===== config.mk =====
export PLATFORM = sky130hd
export DESIGN_NAME = net_tx_top
export DESIGN_NICKNAME = d
export VERILOG_FILES = /design/src/net_tx_pkg.sv /design/src/eth_crc32.sv /design/src/mac_framer.sv /design/src/net_tx_top.sv /design/src/tx_frame_queue.sv
export VERILOG_INCLUDE_DIRS = /design/src
export SDC_FILE = /design/constraint.sdc
export NUM_CORES = 2
export LEC_CHECK = 0
export BUFFER_PORTS_ARGS = -buffer_cell sky130_fd_sc_hd__clkbuf_2
export CORE_MARGIN = 4
export CORE_UTILIZATION = 62
export CTS_CLUSTER_DIAMETER = 120
export DETAILED_ROUTE_END_ITERATION = 12
export PLACE_DENSITY = 0.79
export SYNTH_ARGS = -nofsm -noshare
export SYNTH_HDL_FRONTEND = slang
export SYNTH_HIERARCHICAL = 1
export SYNTH_SLANG_ARGS = --single-unit

===== constraint.sdc =====
create_clock -name tx_clock -period 5.1 [get_ports tx_clock]
set_input_delay 0.255 -clock tx_clock [delete_from_list [all_inputs] [get_ports tx_clock]]
set_output_delay 0.255 -clock tx_clock [all_outputs]
set_load 0.005 [all_outputs]

===== src/net_tx_defines.svh =====
// shared build parameters of the transmit path
// MAX_PAYLOAD must stay below QUEUE_DEPTH so one whole frame fits a queue
// QUEUE_DEPTH must be a power of two, the queue pointers wrap freely
// bit 1 of LOCAL_MAC is overridden at the top level by mac_select
`ifndef NET_TX_DEFINES_SVH
`define NET_TX_DEFINES_SVH

// arp, icmp, udp
`define NUM_SOURCES     3

// bytes held per source queue
`define QUEUE_DEPTH     64

// payload limits in bytes, short payloads get zero padding
`define MAX_PAYLOAD     60
`define MIN_PAYLOAD     46

// largest credit count the sink may hand out
`define OUT_CREDIT_MAX  8

`define LOCAL_MAC       48'h02_4E_54_58_00_01
`define ETHERTYPE_ARP   16'h0806
`define ETHERTYPE_IPV4  16'h0800

`endif


===== src/net_tx_pkg.sv =====
// types shared by the transmit path
// src_sel_t values double as the generate index of each source queue
// numeric parameters live in the defines header
`default_nettype none

package net_tx_pkg;

  // ------------------------------
  // plain vectors
  // ------------------------------
  typedef logic [7:0]  byte_t;
  typedef logic [47:0] mac_addr_t;
  typedef logic [15:0] ethertype_t;
  typedef logic [31:0] crc_t;

  // source index, order is also the priority order
  typedef enum logic [1:0] {
    SRC_ARP  = 2'd0,
    SRC_ICMP = 2'd1,
    SRC_UDP  = 2'd2
  } src_sel_t;

  // framer fields in wire order
  typedef enum logic [2:0] {
    FR_IDLE,
    FR_PREAMBLE,
    FR_DEST,
    FR_SRC,
    FR_TYPE,
    FR_PAYLOAD,
    FR_PAD,
    FR_FCS
  } framer_state_t;

  // payload byte into and out of a source queue
  typedef struct packed {
    byte_t data;
    logic  last;
  } src_byte_t;

  // framed byte towards the sink, last marks the final fcs byte
  typedef struct packed {
    byte_t data;
    logic  last;
  } tx_byte_t;

endpackage

`default_nettype wire


===== src/eth_crc32.sv =====
// byte-wide Ethernet fcs accumulator, reflected poly 0x04C11DB7
// register starts at all ones, crc output is already complemented
// send crc least significant byte first, clear wins over update
`timescale 1ns/1ps
`default_nettype none

module eth_crc32 (
  input  wire                tx_clock,
  input  wire                rst_n,
  input  wire                clear,
  input  wire                update,
  input  wire net_tx_pkg::byte_t data,
  output net_tx_pkg::crc_t   crc
);

  import net_tx_pkg::*;

  // bit-reversed form of 0x04C11DB7
  localparam crc_t POLY_REFL = 32'hEDB88320;

  crc_t crc_reg;

  // one byte through the lsb-first shift register
  function automatic crc_t crc_step(input crc_t c, input byte_t d);
    crc_t acc;
    acc = c ^ {24'h000000, d};
    for (int b = 0; b < 8; b++) begin
      acc = acc[0] ? ((acc >> 1) ^ POLY_REFL) : (acc >> 1);
    end
    return acc;
  endfunction

  always_ff @(posedge tx_clock or negedge rst_n) begin
    if (!rst_n) begin
      crc_reg <= '1;
    end else if (clear) begin
      crc_reg <= '1;
    end else if (update) begin
      crc_reg <= crc_step(crc_reg, data);
    end
  end

  assign crc = ~crc_reg;

endmodule

`default_nettype wire


===== src/mac_framer.sv =====
// fixed-priority framer: arp before icmp before udp, one whole frame each
// dest_mac of the granted source must stay stable until its fcs is out
// out_valid and out_byte are combinational, one byte per held credit
// sink must never hand out more than OUT_CREDIT_MAX credits
`timescale 1ns/1ps
`default_nettype none
`include "net_tx_defines.svh"

module mac_framer (
  input  wire                        tx_clock,
  input  wire                        rst_n,
  // queue side
  input  wire [`NUM_SOURCES-1:0]     frame_ready,
  input  wire net_tx_pkg::src_byte_t head [`NUM_SOURCES],
  input  wire net_tx_pkg::mac_addr_t dest_mac [`NUM_SOURCES],
  input  wire net_tx_pkg::mac_addr_t local_mac,
  output logic [`NUM_SOURCES-1:0]    pop,
  // sink side
  input  wire                        out_credit,
  output logic                       out_valid,
  output net_tx_pkg::tx_byte_t       out_byte
);

  import net_tx_pkg::*;

  localparam int CW = $clog2(`OUT_CREDIT_MAX + 1);
  // field index, wide enough for a full payload count
  localparam int IW = $clog2(`MAX_PAYLOAD + 1);

  framer_state_t state;
  src_sel_t      grant;
  src_sel_t      pick;
  logic [IW-1:0] idx;
  logic [CW-1:0] credit_cnt;
  logic          send;
  logic          crc_update;
  byte_t         cur_data;
  ethertype_t    etype;
  crc_t          fcs;

  // msb-first byte of a mac address
  function automatic byte_t mac_byte(input mac_addr_t mac, input logic [IW-1:0] i);
    mac_addr_t sh;
    sh = mac << (8 * i);
    return sh[47:40];
  endfunction

  // ------------------------------
  // arbitration
  // ------------------------------
  always_comb begin
    if (frame_ready[SRC_ARP]) begin
      pick = SRC_ARP;
    end else if (frame_ready[SRC_ICMP]) begin
      pick = SRC_ICMP;
    end else begin
      pick = SRC_UDP;
    end
  end

  // a byte leaves whenever a frame is open and a credit is held
  assign send  = (state != FR_IDLE) && (credit_cnt != '0);
  assign etype = (grant == SRC_ARP) ? `ETHERTYPE_ARP : `ETHERTYPE_IPV4;

  // ------------------------------
  // byte mux
  // ------------------------------
  always_comb begin
    case (state)
      FR_PREAMBLE: cur_data = (idx == IW'(7)) ? 8'hD5 : 8'h55;
      FR_DEST:     cur_data = mac_byte(dest_mac[grant], idx);
      FR_SRC:      cur_data = mac_byte(local_mac, idx);
      FR_TYPE:     cur_data = (idx == '0) ? etype[15:8] : etype[7:0];
      FR_PAYLOAD:  cur_data = head[grant].data;
      FR_FCS: begin
        // lsb first
        case (idx[1:0])
          2'd0:    cur_data = fcs[7:0];
          2'd1:    cur_data = fcs[15:8];
          2'd2:    cur_data = fcs[23:16];
          default: cur_data = fcs[31:24];
        endcase
      end
      // pad and idle
      default:     cur_data = 8'h00;
    endcase
  end

  assign out_valid     = send;
  assign out_byte.data = cur_data;
  assign out_byte.last = (state == FR_FCS) && (idx == IW'(3));

  // payload bytes only come from the granted queue
  always_comb begin
    pop = '0;
    if (send && (state == FR_PAYLOAD)) begin
      pop[grant] = 1'b1;
    end
  end

  // fcs covers dest through pad, not preamble
  assign crc_update = send && (state != FR_PREAMBLE) && (state != FR_FCS);

  eth_crc32 i_crc (
    .tx_clock (tx_clock),
    .rst_n    (rst_n),
    .clear    (state == FR_IDLE),
    .update   (crc_update),
    .data     (cur_data),
    .crc      (fcs)
  );

  // ------------------------------
  // credits
  // ------------------------------
  always_ff @(posedge tx_clock or negedge rst_n) begin
    if (!rst_n) begin
      credit_cnt <= '0;
    end else begin
      case ({out_credit, send})
        2'b10:   credit_cnt <= credit_cnt + 1'b1;
        2'b01:   credit_cnt <= credit_cnt - 1'b1;
        default: credit_cnt <= credit_cnt;
      endcase
    end
  end

  // ------------------------------
  // field sequencer
  // ------------------------------
  // without a send everything holds, so back-pressure loses nothing
  always_ff @(posedge tx_clock or negedge rst_n) begin
    if (!rst_n) begin
      state <= FR_IDLE;
      grant <= SRC_ARP;
      idx   <= '0;
    end else if (state == FR_IDLE) begin
      // grant held until the fcs is out
      if ((credit_cnt != '0) && (|frame_ready)) begin
        grant <= pick;
        state <= FR_PREAMBLE;
        idx   <= '0;
      end
    end else if (send) begin
      idx <= idx + 1'b1;
      case (state)
        FR_PREAMBLE: begin
          if (idx == IW'(7)) begin
            state <= FR_DEST;
            idx   <= '0;
          end
        end
        FR_DEST: begin
          if (idx == IW'(5)) begin
            state <= FR_SRC;
            idx   <= '0;
          end
        end
        FR_SRC: begin
          if (idx == IW'(5)) begin
            state <= FR_TYPE;
            idx   <= '0;
          end
        end
        FR_TYPE: begin
          if (idx == IW'(1)) begin
            state <= FR_PAYLOAD;
            idx   <= '0;
          end
        end
        FR_PAYLOAD: begin
          // idx keeps the payload count into the pad field
          if (head[grant].last) begin
            if (idx < IW'(`MIN_PAYLOAD - 1)) begin
              state <= FR_PAD;
            end else begin
              state <= FR_FCS;
              idx   <= '0;
            end
          end
        end
        FR_PAD: begin
          if (idx == IW'(`MIN_PAYLOAD - 1)) begin
            state <= FR_FCS;
            idx   <= '0;
          end
        end
        default: begin
          // fcs, four bytes
          if (idx == IW'(3)) begin
            state <= FR_IDLE;
            idx   <= '0;
          end
        end
      endcase
    end
  end

endmodule

`default_nettype wire


===== src/net_tx_top.sv =====
// transmit path top: one queue per source feeding the framer
// each source writes its queue directly and follows its own credits
// mac_select high clears bit 1 of the local address, low sets it
`timescale 1ns/1ps
`default_nettype none
`include "net_tx_defines.svh"

module net_tx_top (
  input  wire                        tx_clock,
  input  wire                        rst_n,
  // sources, index order arp, icmp, udp
  input  wire [`NUM_SOURCES-1:0]     wr_valid,
  input  wire net_tx_pkg::src_byte_t wr_byte [`NUM_SOURCES],
  output logic [`NUM_SOURCES-1:0]    wr_credit,
  input  wire net_tx_pkg::mac_addr_t dest_mac [`NUM_SOURCES],
  input  wire                        mac_select,
  // sink
  input  wire                        out_credit,
  output logic                       out_valid,
  output net_tx_pkg::tx_byte_t       out_byte
);

  import net_tx_pkg::*;

  localparam mac_addr_t BASE_MAC = `LOCAL_MAC;

  logic [`NUM_SOURCES-1:0] frame_ready;
  logic [`NUM_SOURCES-1:0] pop;
  src_byte_t               head [`NUM_SOURCES];
  mac_addr_t               local_mac;

  // bit 1 follows the strap pin inverted
  assign local_mac = {BASE_MAC[47:2], ~mac_select, BASE_MAC[0]};

  // ------------------------------
  // source queues
  // ------------------------------
  for (genvar s = 0; s < `NUM_SOURCES; s++) begin : g_queue
    tx_frame_queue i_queue (
      .tx_clock    (tx_clock),
      .rst_n       (rst_n),
      .wr_valid    (wr_valid[s]),
      .wr_byte     (wr_byte[s]),
      .wr_credit   (wr_credit[s]),
      .pop         (pop[s]),
      .head        (head[s]),
      .frame_ready (frame_ready[s])
    );
  end

  // arbitration and framing
  mac_framer i_framer (
    .tx_clock    (tx_clock),
    .rst_n       (rst_n),
    .frame_ready (frame_ready),
    .head        (head),
    .dest_mac    (dest_mac),
    .local_mac   (local_mac),
    .pop         (pop),
    .out_credit  (out_credit),
    .out_valid   (out_valid),
    .out_byte    (out_byte)
  );

endmodule

`default_nettype wire


===== src/tx_frame_queue.sv =====
// per-source payload FIFO with a count of complete frames
// writer must hold to its credits, a write into a full queue is not caught
// popping an empty queue is not guarded, the framer pops only ready frames
// head is read combinationally from the oldest entry
`timescale 1ns/1ps
`default_nettype none
`include "net_tx_defines.svh"

module tx_frame_queue (
  input  wire                    tx_clock,
  input  wire                    rst_n,
  // writer side
  input  wire                    wr_valid,
  input  wire net_tx_pkg::src_byte_t wr_byte,
  output logic                   wr_credit,
  // framer side
  input  wire                    pop,
  output net_tx_pkg::src_byte_t  head,
  output logic                   frame_ready
);

  import net_tx_pkg::*;

  localparam int AW = $clog2(`QUEUE_DEPTH);
  // up to one frame per entry
  localparam int FW = $clog2(`QUEUE_DEPTH + 1);

  src_byte_t     mem [`QUEUE_DEPTH];
  logic [AW-1:0] wr_ptr;
  logic [AW-1:0] rd_ptr;
  logic [FW-1:0] frame_cnt;
  logic          wr_last;
  logic          pop_last;

  // frame boundaries on both ends
  assign wr_last  = wr_valid && wr_byte.last;
  assign pop_last = pop && head.last;

  // ------------------------------
  // storage
  // ------------------------------
  always_ff @(posedge tx_clock) begin
    if (wr_valid) begin
      mem[wr_ptr] <= wr_byte;
    end
  end

  assign head = mem[rd_ptr];

  // pointers wrap at the power-of-two depth
  always_ff @(posedge tx_clock or negedge rst_n) begin
    if (!rst_n) begin
      wr_ptr <= '0;
      rd_ptr <= '0;
    end else begin
      if (wr_valid) begin
        wr_ptr <= wr_ptr + 1'b1;
      end
      if (pop) begin
        rd_ptr <= rd_ptr + 1'b1;
      end
    end
  end

  // ------------------------------
  // frame count and credits
  // ------------------------------
  // rises the cycle after a last byte lands
  always_ff @(posedge tx_clock or negedge rst_n) begin
    if (!rst_n) begin
      frame_cnt <= '0;
    end else begin
      case ({wr_last, pop_last})
        2'b10:   frame_cnt <= frame_cnt + 1'b1;
        2'b01:   frame_cnt <= frame_cnt - 1'b1;
        default: frame_cnt <= frame_cnt;
      endcase
    end
  end

  assign frame_ready = (frame_cnt != '0);

  // one credit back per freed entry
  always_ff @(posedge tx_clock or negedge rst_n) begin
    if (!rst_n) begin
      wr_credit <= 1'b0;
    end else begin
      wr_credit <= pop;
    end
  end

endmodule

`default_nettype wire

# ---- Yosys cells after proc, flatten, opt, wreduce, memory -nomap -nowiden
# Memory sizes are Yosys's and may differ from the RTL's.
# Index checks and enable logic that the tools add are counted.
dict set report word_totals {
  regBits 107
  ramBits 1728
  input_bits 178
  output_inout_bits 13
  n_memories 3
}
# name words word_bits rd rd_ports_with_merged_regs wr line_no
set mem_list {}
lappend mem_list {{g_queue[0].i_queue.mem} 64 9 1 0 1 tx_frame_queue.sv:28} ;# src_byte_t mem [`QUEUE_DEPTH];
lappend mem_list {{g_queue[1].i_queue.mem} 64 9 1 0 1 tx_frame_queue.sv:28}
lappend mem_list {{g_queue[2].i_queue.mem} 64 9 1 0 1 tx_frame_queue.sv:28}
dict set report op_classes {
  addsub 15
  order_cmp 4
  eq_ne 31
  shift 2
  muxes 59
  bitwise_logic 12
  reduce_logical 34
}
# operator count
set op_table {}
lappend op_table {{2-to-1 mux 32 bit} 10}
lappend op_table {{NOT 13 -> 14 bit} 8}
lappend op_table {{binary-select mux 48 bit (select 2 bit)} 1}
lappend op_table {{2-to-1 mux 48 bit} 2}
lappend op_table {{2-to-1 mux 6 bit} 10}
lappend op_table {{case mux 8 bit (6 select lines)} 1}
lappend op_table {{left shift 42 x 9 -> 48 bit} 1}
lappend op_table {{left shift 48 x 9 -> 48 bit} 1}
lappend op_table {{adder 6 x 1 -> 6 bit (second input constant)} 7}
lappend op_table {{case mux 7 bit (2 select lines)} 3}
lappend op_table {{2-to-1 mux 3 bit} 12}
lappend op_table {{NOT 32 bit} 1}
lappend op_table {{XOR 32 x 8 -> 32 bit} 1}
lappend op_table {{case mux 6 bit (5 select lines)} 1}
lappend op_table {{case mux 8 bit (3 select lines)} 1}
lappend op_table {{adder 7 x 1 -> 7 bit (second input constant)} 3}
lappend op_table {{nonzero test 7 bit} 3}
lappend op_table {{subtractor 7 x 1 -> 7 bit (second input constant)} 3}
lappend op_table {{binary-select mux 9 bit (select 2 bit)} 1}
lappend op_table {{2-to-1 mux 9 bit} 2}
lappend op_table {{!= test 3 x 2 -> 1 bit (second input constant)} 6}
lappend op_table {{case mux 3 bit (6 select lines)} 1}
lappend op_table {{2-to-1 mux 8 bit} 2}
lappend op_table {{logical AND 1 bit} 13}
lappend op_table {{35 further kinds} 63}

# ---- Depth between registers and ports, before layout
dict set report depth {
  depth_word 25
  mapped_depth 19
}

# ---- By module
# The synthesis kept the hierarchy.
# module instances cells_each area_per_inst_um2 seq_area_each_um2
set by_module_without_submodules {}
lappend by_module_without_submodules {{tx_frame_queue at g_queue[2].i_queue} 1 1197 23702.7 17797.1}
lappend by_module_without_submodules {{tx_frame_queue at g_queue[0].i_queue} 1 1207 23562.6 17797.1}
lappend by_module_without_submodules {{tx_frame_queue at g_queue[1].i_queue} 1 1159 23445.0 17797.1}
lappend by_module_without_submodules {mac_framer 1 461 3568.4 375.4}
lappend by_module_without_submodules {eth_crc32 1 211 2139.6 840.8}
lappend by_module_without_submodules {net_tx_top 1 3 11.3 0.0}

# ---- Worst setup path after synthesis
# OpenSTA, ideal clock, no wires.
dict set report synth_timing {
  path_type {register -> register}
  from {reg g_queue[0].i_queue.rd_ptr[0]}
  to {reg i_framer.i_crc.crc_reg[19]}
  setup_ps 82
  arrival_ps 4582
  required_time_ps 5018
  setup_slack_ps 436
  stages_incl_launch_ff 17
  path_cell_list {dfrtp_1 -> buf_6 -> buf_6 -> buf_4 -> mux4_2 -> a2111oi_2 -> nor3_1 -> mux2_2 -> a221o_1 -> a22o_1 -> a21oi_1 -> o41ai_1 -> xor2_2 -> xnor3_2 -> xor2_2 -> xnor3_1 -> a211o_1}
}
# element line_no
set synth_rtl {}
lappend synth_rtl {{from (decl)} tx_frame_queue.sv:30} ;# logic [AW-1:0] rd_ptr;
lappend synth_rtl {{from (signal assigned)} tx_frame_queue.sv:60} ;# rd_ptr <= rd_ptr + 1'b1;
lappend synth_rtl {{to (signal assigned)} eth_crc32.sv:39} ;# crc_reg <= crc_step(crc_reg, data);
lappend synth_rtl {{to (decl)} eth_crc32.sv:21} ;# crc_t crc_reg;

==> flow_metrics.py <==
metrics = {
    "route": {
        "drc": 0,
        "wl_per_cell_um": 30.1,
        "first_iter_violations": 6558,
        "drt-vias-per-instance": 6.80,
        "drt_wl_total_um": 194000,
        "num_vias": 43800,
        "antenna_left": 0,
        "drt_first_pass_iters": 7,
    },
    "critical_path": {
        "r2r_end": "i_framer/i_crc/crc_reg[19]$_DFFE_PN1P_",
        "cp-end-kind": "output port",
        "cp_data_required_time_ns": 4.85,
        "worst_path_most_repeated_cell": "buf_4",
        "critPathLaunchType": "flop",
        "slowest_stage": "dfrtp_4",
        "startpoint": "g_queue[2].i_queue/rd_ptr[0]$_DFFE_PN0P_",
        "endpoint": "out_byte[4]",
        "path_max_fanout": 22,
        "worstPathCellList": "buf_12 > or3b_4 > buf_4 > o22ai_1 > a211oi_2 > o41ai_2 > and3_4 > mux2i_1 > buf_4 > o2bb2ai_2 > nand2_1 > a311oi_1 > a211o_1 > buf_4 > clkbuf_2",
        "timing.rr.start": "g_queue[1].i_queue/rd_ptr[0]$_DFFE_PN0P_",
        "arrival_ns": 4.83,
        "reg2regPathDepth": 15,
        "criticalPathCategory": "flop to output port",
        "slowest_delay_ns": 0.54,
        "r2r_slack_ns": 0.04,
    },
    "final_layout": {
        "drive_gt1_share_pct": 26.2,
        "design_area_mm2": 0.0869,
        "layout.cells.most_common": "edfxtp_1",
        "fin_nets": 4887,
        "final_cell_mix": "edfxtp_1 (1728), mux4_2 (324), nor2_1 (298), buf_4 (238), mux2i_1 (194)",
        "multi_input_comb_area_mm2": 0.0206,
        "largest_reg_flops": 1728,
        "n_fill_cell": 7062,
        "area_growth_pct": 13.7,
        "register_area_mm2": 0.0546,
    },
    "sta": {
        "fin_ws_ns": 0.0190,
        "fin_setup_tns_ns": 0,
        "min_period_over_period_pct": 99.6,
        "max_freq_mhz": 197,
        "rsz0062_at_grt": "true",
        "setup_viol": 0,
        "slew_headroom_pct": 12.6,
        "finClkSkew_ns": 0.0479,
        "finalHoldViolCount": 0,
        "tightest_slew_ns": 1.30,
        "timing.hold.ws_ns": 0.0803,
        "slew_violations": 0,
        "finalCriticalPeriod_ns": 5.08,
    },
    "clocking": {
        "cts-htree-levels": 4,
        "cts.sink_count": 1835,
        "clkSlewWorstSetupHoldPaths_ns": 0.06,
        "insertion_delay_ns": 0.82,
        "cts_tree": "done",
        "cts_inserted_buffers": 177,
        "clock_path_buffers": 3,
        "cts_root_buf": "clkbuf_16",
    },
    "synthesis": {
        "syn_inst": 4238,
        "yosysTopAreaCellShare_pct": 67.9,
        "ys_types": 100,
        "synth_area_leaders": "edfxtp_1 (68%), mux4_2 (9.5%), mux2i_1 (2.6%)",
        "yosysSeqAreaShare_pct": 71.4,
        "synth_warnings": 6,
        "synth_edf_count": 1728,
        "synth-seq-cells": 1835,
        "syn_area_mm2": 0.0764,
        "synth_area_per_cell_um2": 18.0,
        "ys.flop_type": "edfxtp_1",
        "synth_top_area_cell": "edfxtp_1",
        "async_reset_ff_share_pct": 5.83,
    },
    "floorplanning": {
        "die_x_um": 359,
        "pin_count": 191,
        "die_h_um": 359,
        "design.core.area_mm2": 0.122,
        "die_area_mm2": 0.129,
        "rows": 128,
        "start_util_pct": 62.6,
    },
    "placement": {
        "place_ws_ns": -0.530,
        "portBuffers": 190,
        "dpl.hpwl_um": 118000,
        "place_area_mm2": 0.0804,
        "gp_congestion": 0.985,
    },
    "pwr": {
        "ir_drop_v": 0.000981,
        "power_density_mw_per_mm2": 534,
        "power.leakage_uw": 0.0282,
    },
    "run_status": {
        "outcome": "complete, no violations",
    },
    "global_routing": {
        "grt_max_degree": 66,
        "gr-total-overflow": 0,
        "grt_pass1_vias": 43500,
        "grt_pass1_wl_um": 287000,
        "groute.usage.overall_pct": 29.8,
        "antenna_found_initial": 7,
    },
    "flow_run": {
        "cap_viol_max_count": 0,
    },
    "hold_path": {
        "hold_class": "primary input to async pin",
    },
}
cell families (layout without fill, tap and decap cells):
group / after synthesis / after routing / share of synthesized area (%)
muxes: 627 / 627 / 14.1
buffers and inverters: 333 / 868 / 2.32
AOI/OAI and AO/OA: 593 / 593 / 5.69
DFF: 1835 / 1835 / 71.4
other: 2 / 52 / 0.00983
xor gates and xnor gates: 116 / 116 / 1.51
and+or+nand+nor: 696 / 696 / 4.29
adders and majority gates: 36 / 36 / 0.629
power by group:
part,total [uW],switching (uW),internal (uW)
combinational,14800,7550,7230
sequential,18400,794,17600
clock,13200,5630,7560
total,46400,14000,32400
worst max-delay path: cells and delay by family (launching register included):
kind                   cells  cell delay (ns)
buffers and inverters      5             0.85
AOI/OAI and AO/OA          6             1.65
and+or+nand+nor            3             0.88
muxes                      1             0.09
DFF                        1             0.54
area by class of cell:
| type | instances | share of cell area, % |
|---|---|---|
| sequential | 1835 | 62.9 |
| multi-input combinational | 2115 | 23.7 |
| clock buffer | 215 | 5.36 |
| timing repair buffer | 466 | 4.00 |
| tap | 1625 | 2.34 |
| clock inverter | 109 | 1.39 |
| inverter | 78 | 0.337 |
| antenna | 5 | 0.0144 |
synthesized netlist by cell type (52+ instances only):
cell type,instances
a21oi_1,58
a22oi_1,52
inv_1,75
nor2_1,299
buf_2,80
mux4_2,324
dfrtp_1,75
mux2_2,78
mux2i_1,201
xnor2_1,76
clkbuf_1,101
o21ai_0,77
nand2_1,141
o22ai_1,78
edfxtp_1,1728
repair_timing:
| action | CTS | global route |
|---|---|---|
| endpoints found under the setup margin | 31 | 26 |
| pin swaps | 1 | 7 |
| hold endpoints to repair | 79 | 0 |
| buffers inserted | 11 | 2 |
| resized for setup | 24 | 41 |
| hold buffers | 5 | 0 |
| gates cloned | 1 | 1 |
how the worst min path moves through the flow:
stage	start	cells after the start	endpoint
2_1_floorplan	rst_n	0	g_queue[0].i_queue/frame_cnt[0]$_DFFE_PN0P_
3_3_place_gp	rst_n	1	g_queue[2].i_queue/wr_ptr[0]$_DFFE_PN0P_
6_report	rst_n	2	g_queue[2].i_queue/wr_ptr[2]$_DFFE_PN0P_
5_1_grt	rst_n	2	g_queue[2].i_queue/wr_ptr[1]$_DFFE_PN0P_
4_1_cts	rst_n	2	g_queue[0].i_queue/wr_ptr[5]$_DFFE_PN0P_
3_5_place_dp	rst_n	1	g_queue[2].i_queue/wr_ptr[0]$_DFFE_PN0P_
per-stage QoR:
step / total power (uW) / instances / util (%)
after floorplan: 28500 / 4283 / -
after global placement: 32400 / 6099 / 65.9
after detailed placement: 32800 / 6099 / 65.9
after CTS: 46000 / 6440 / 71.0
after global routing: 48300 / 6443 / 71.2
final: 46400 / 6448 / 71.2
routing by layer:
layer	up-vias	part of all wire, %	wire length [um]	GRT usage (%)
met4	4	4.0	7800	10.7
met2	3025	49	94300	47.1
met1	22300	36	70100	41.8
li1	18000	-	-	-
met5	-	0.011	22	0
met3	510	11	22000	6.63
(Power assumes the default switching activity.)
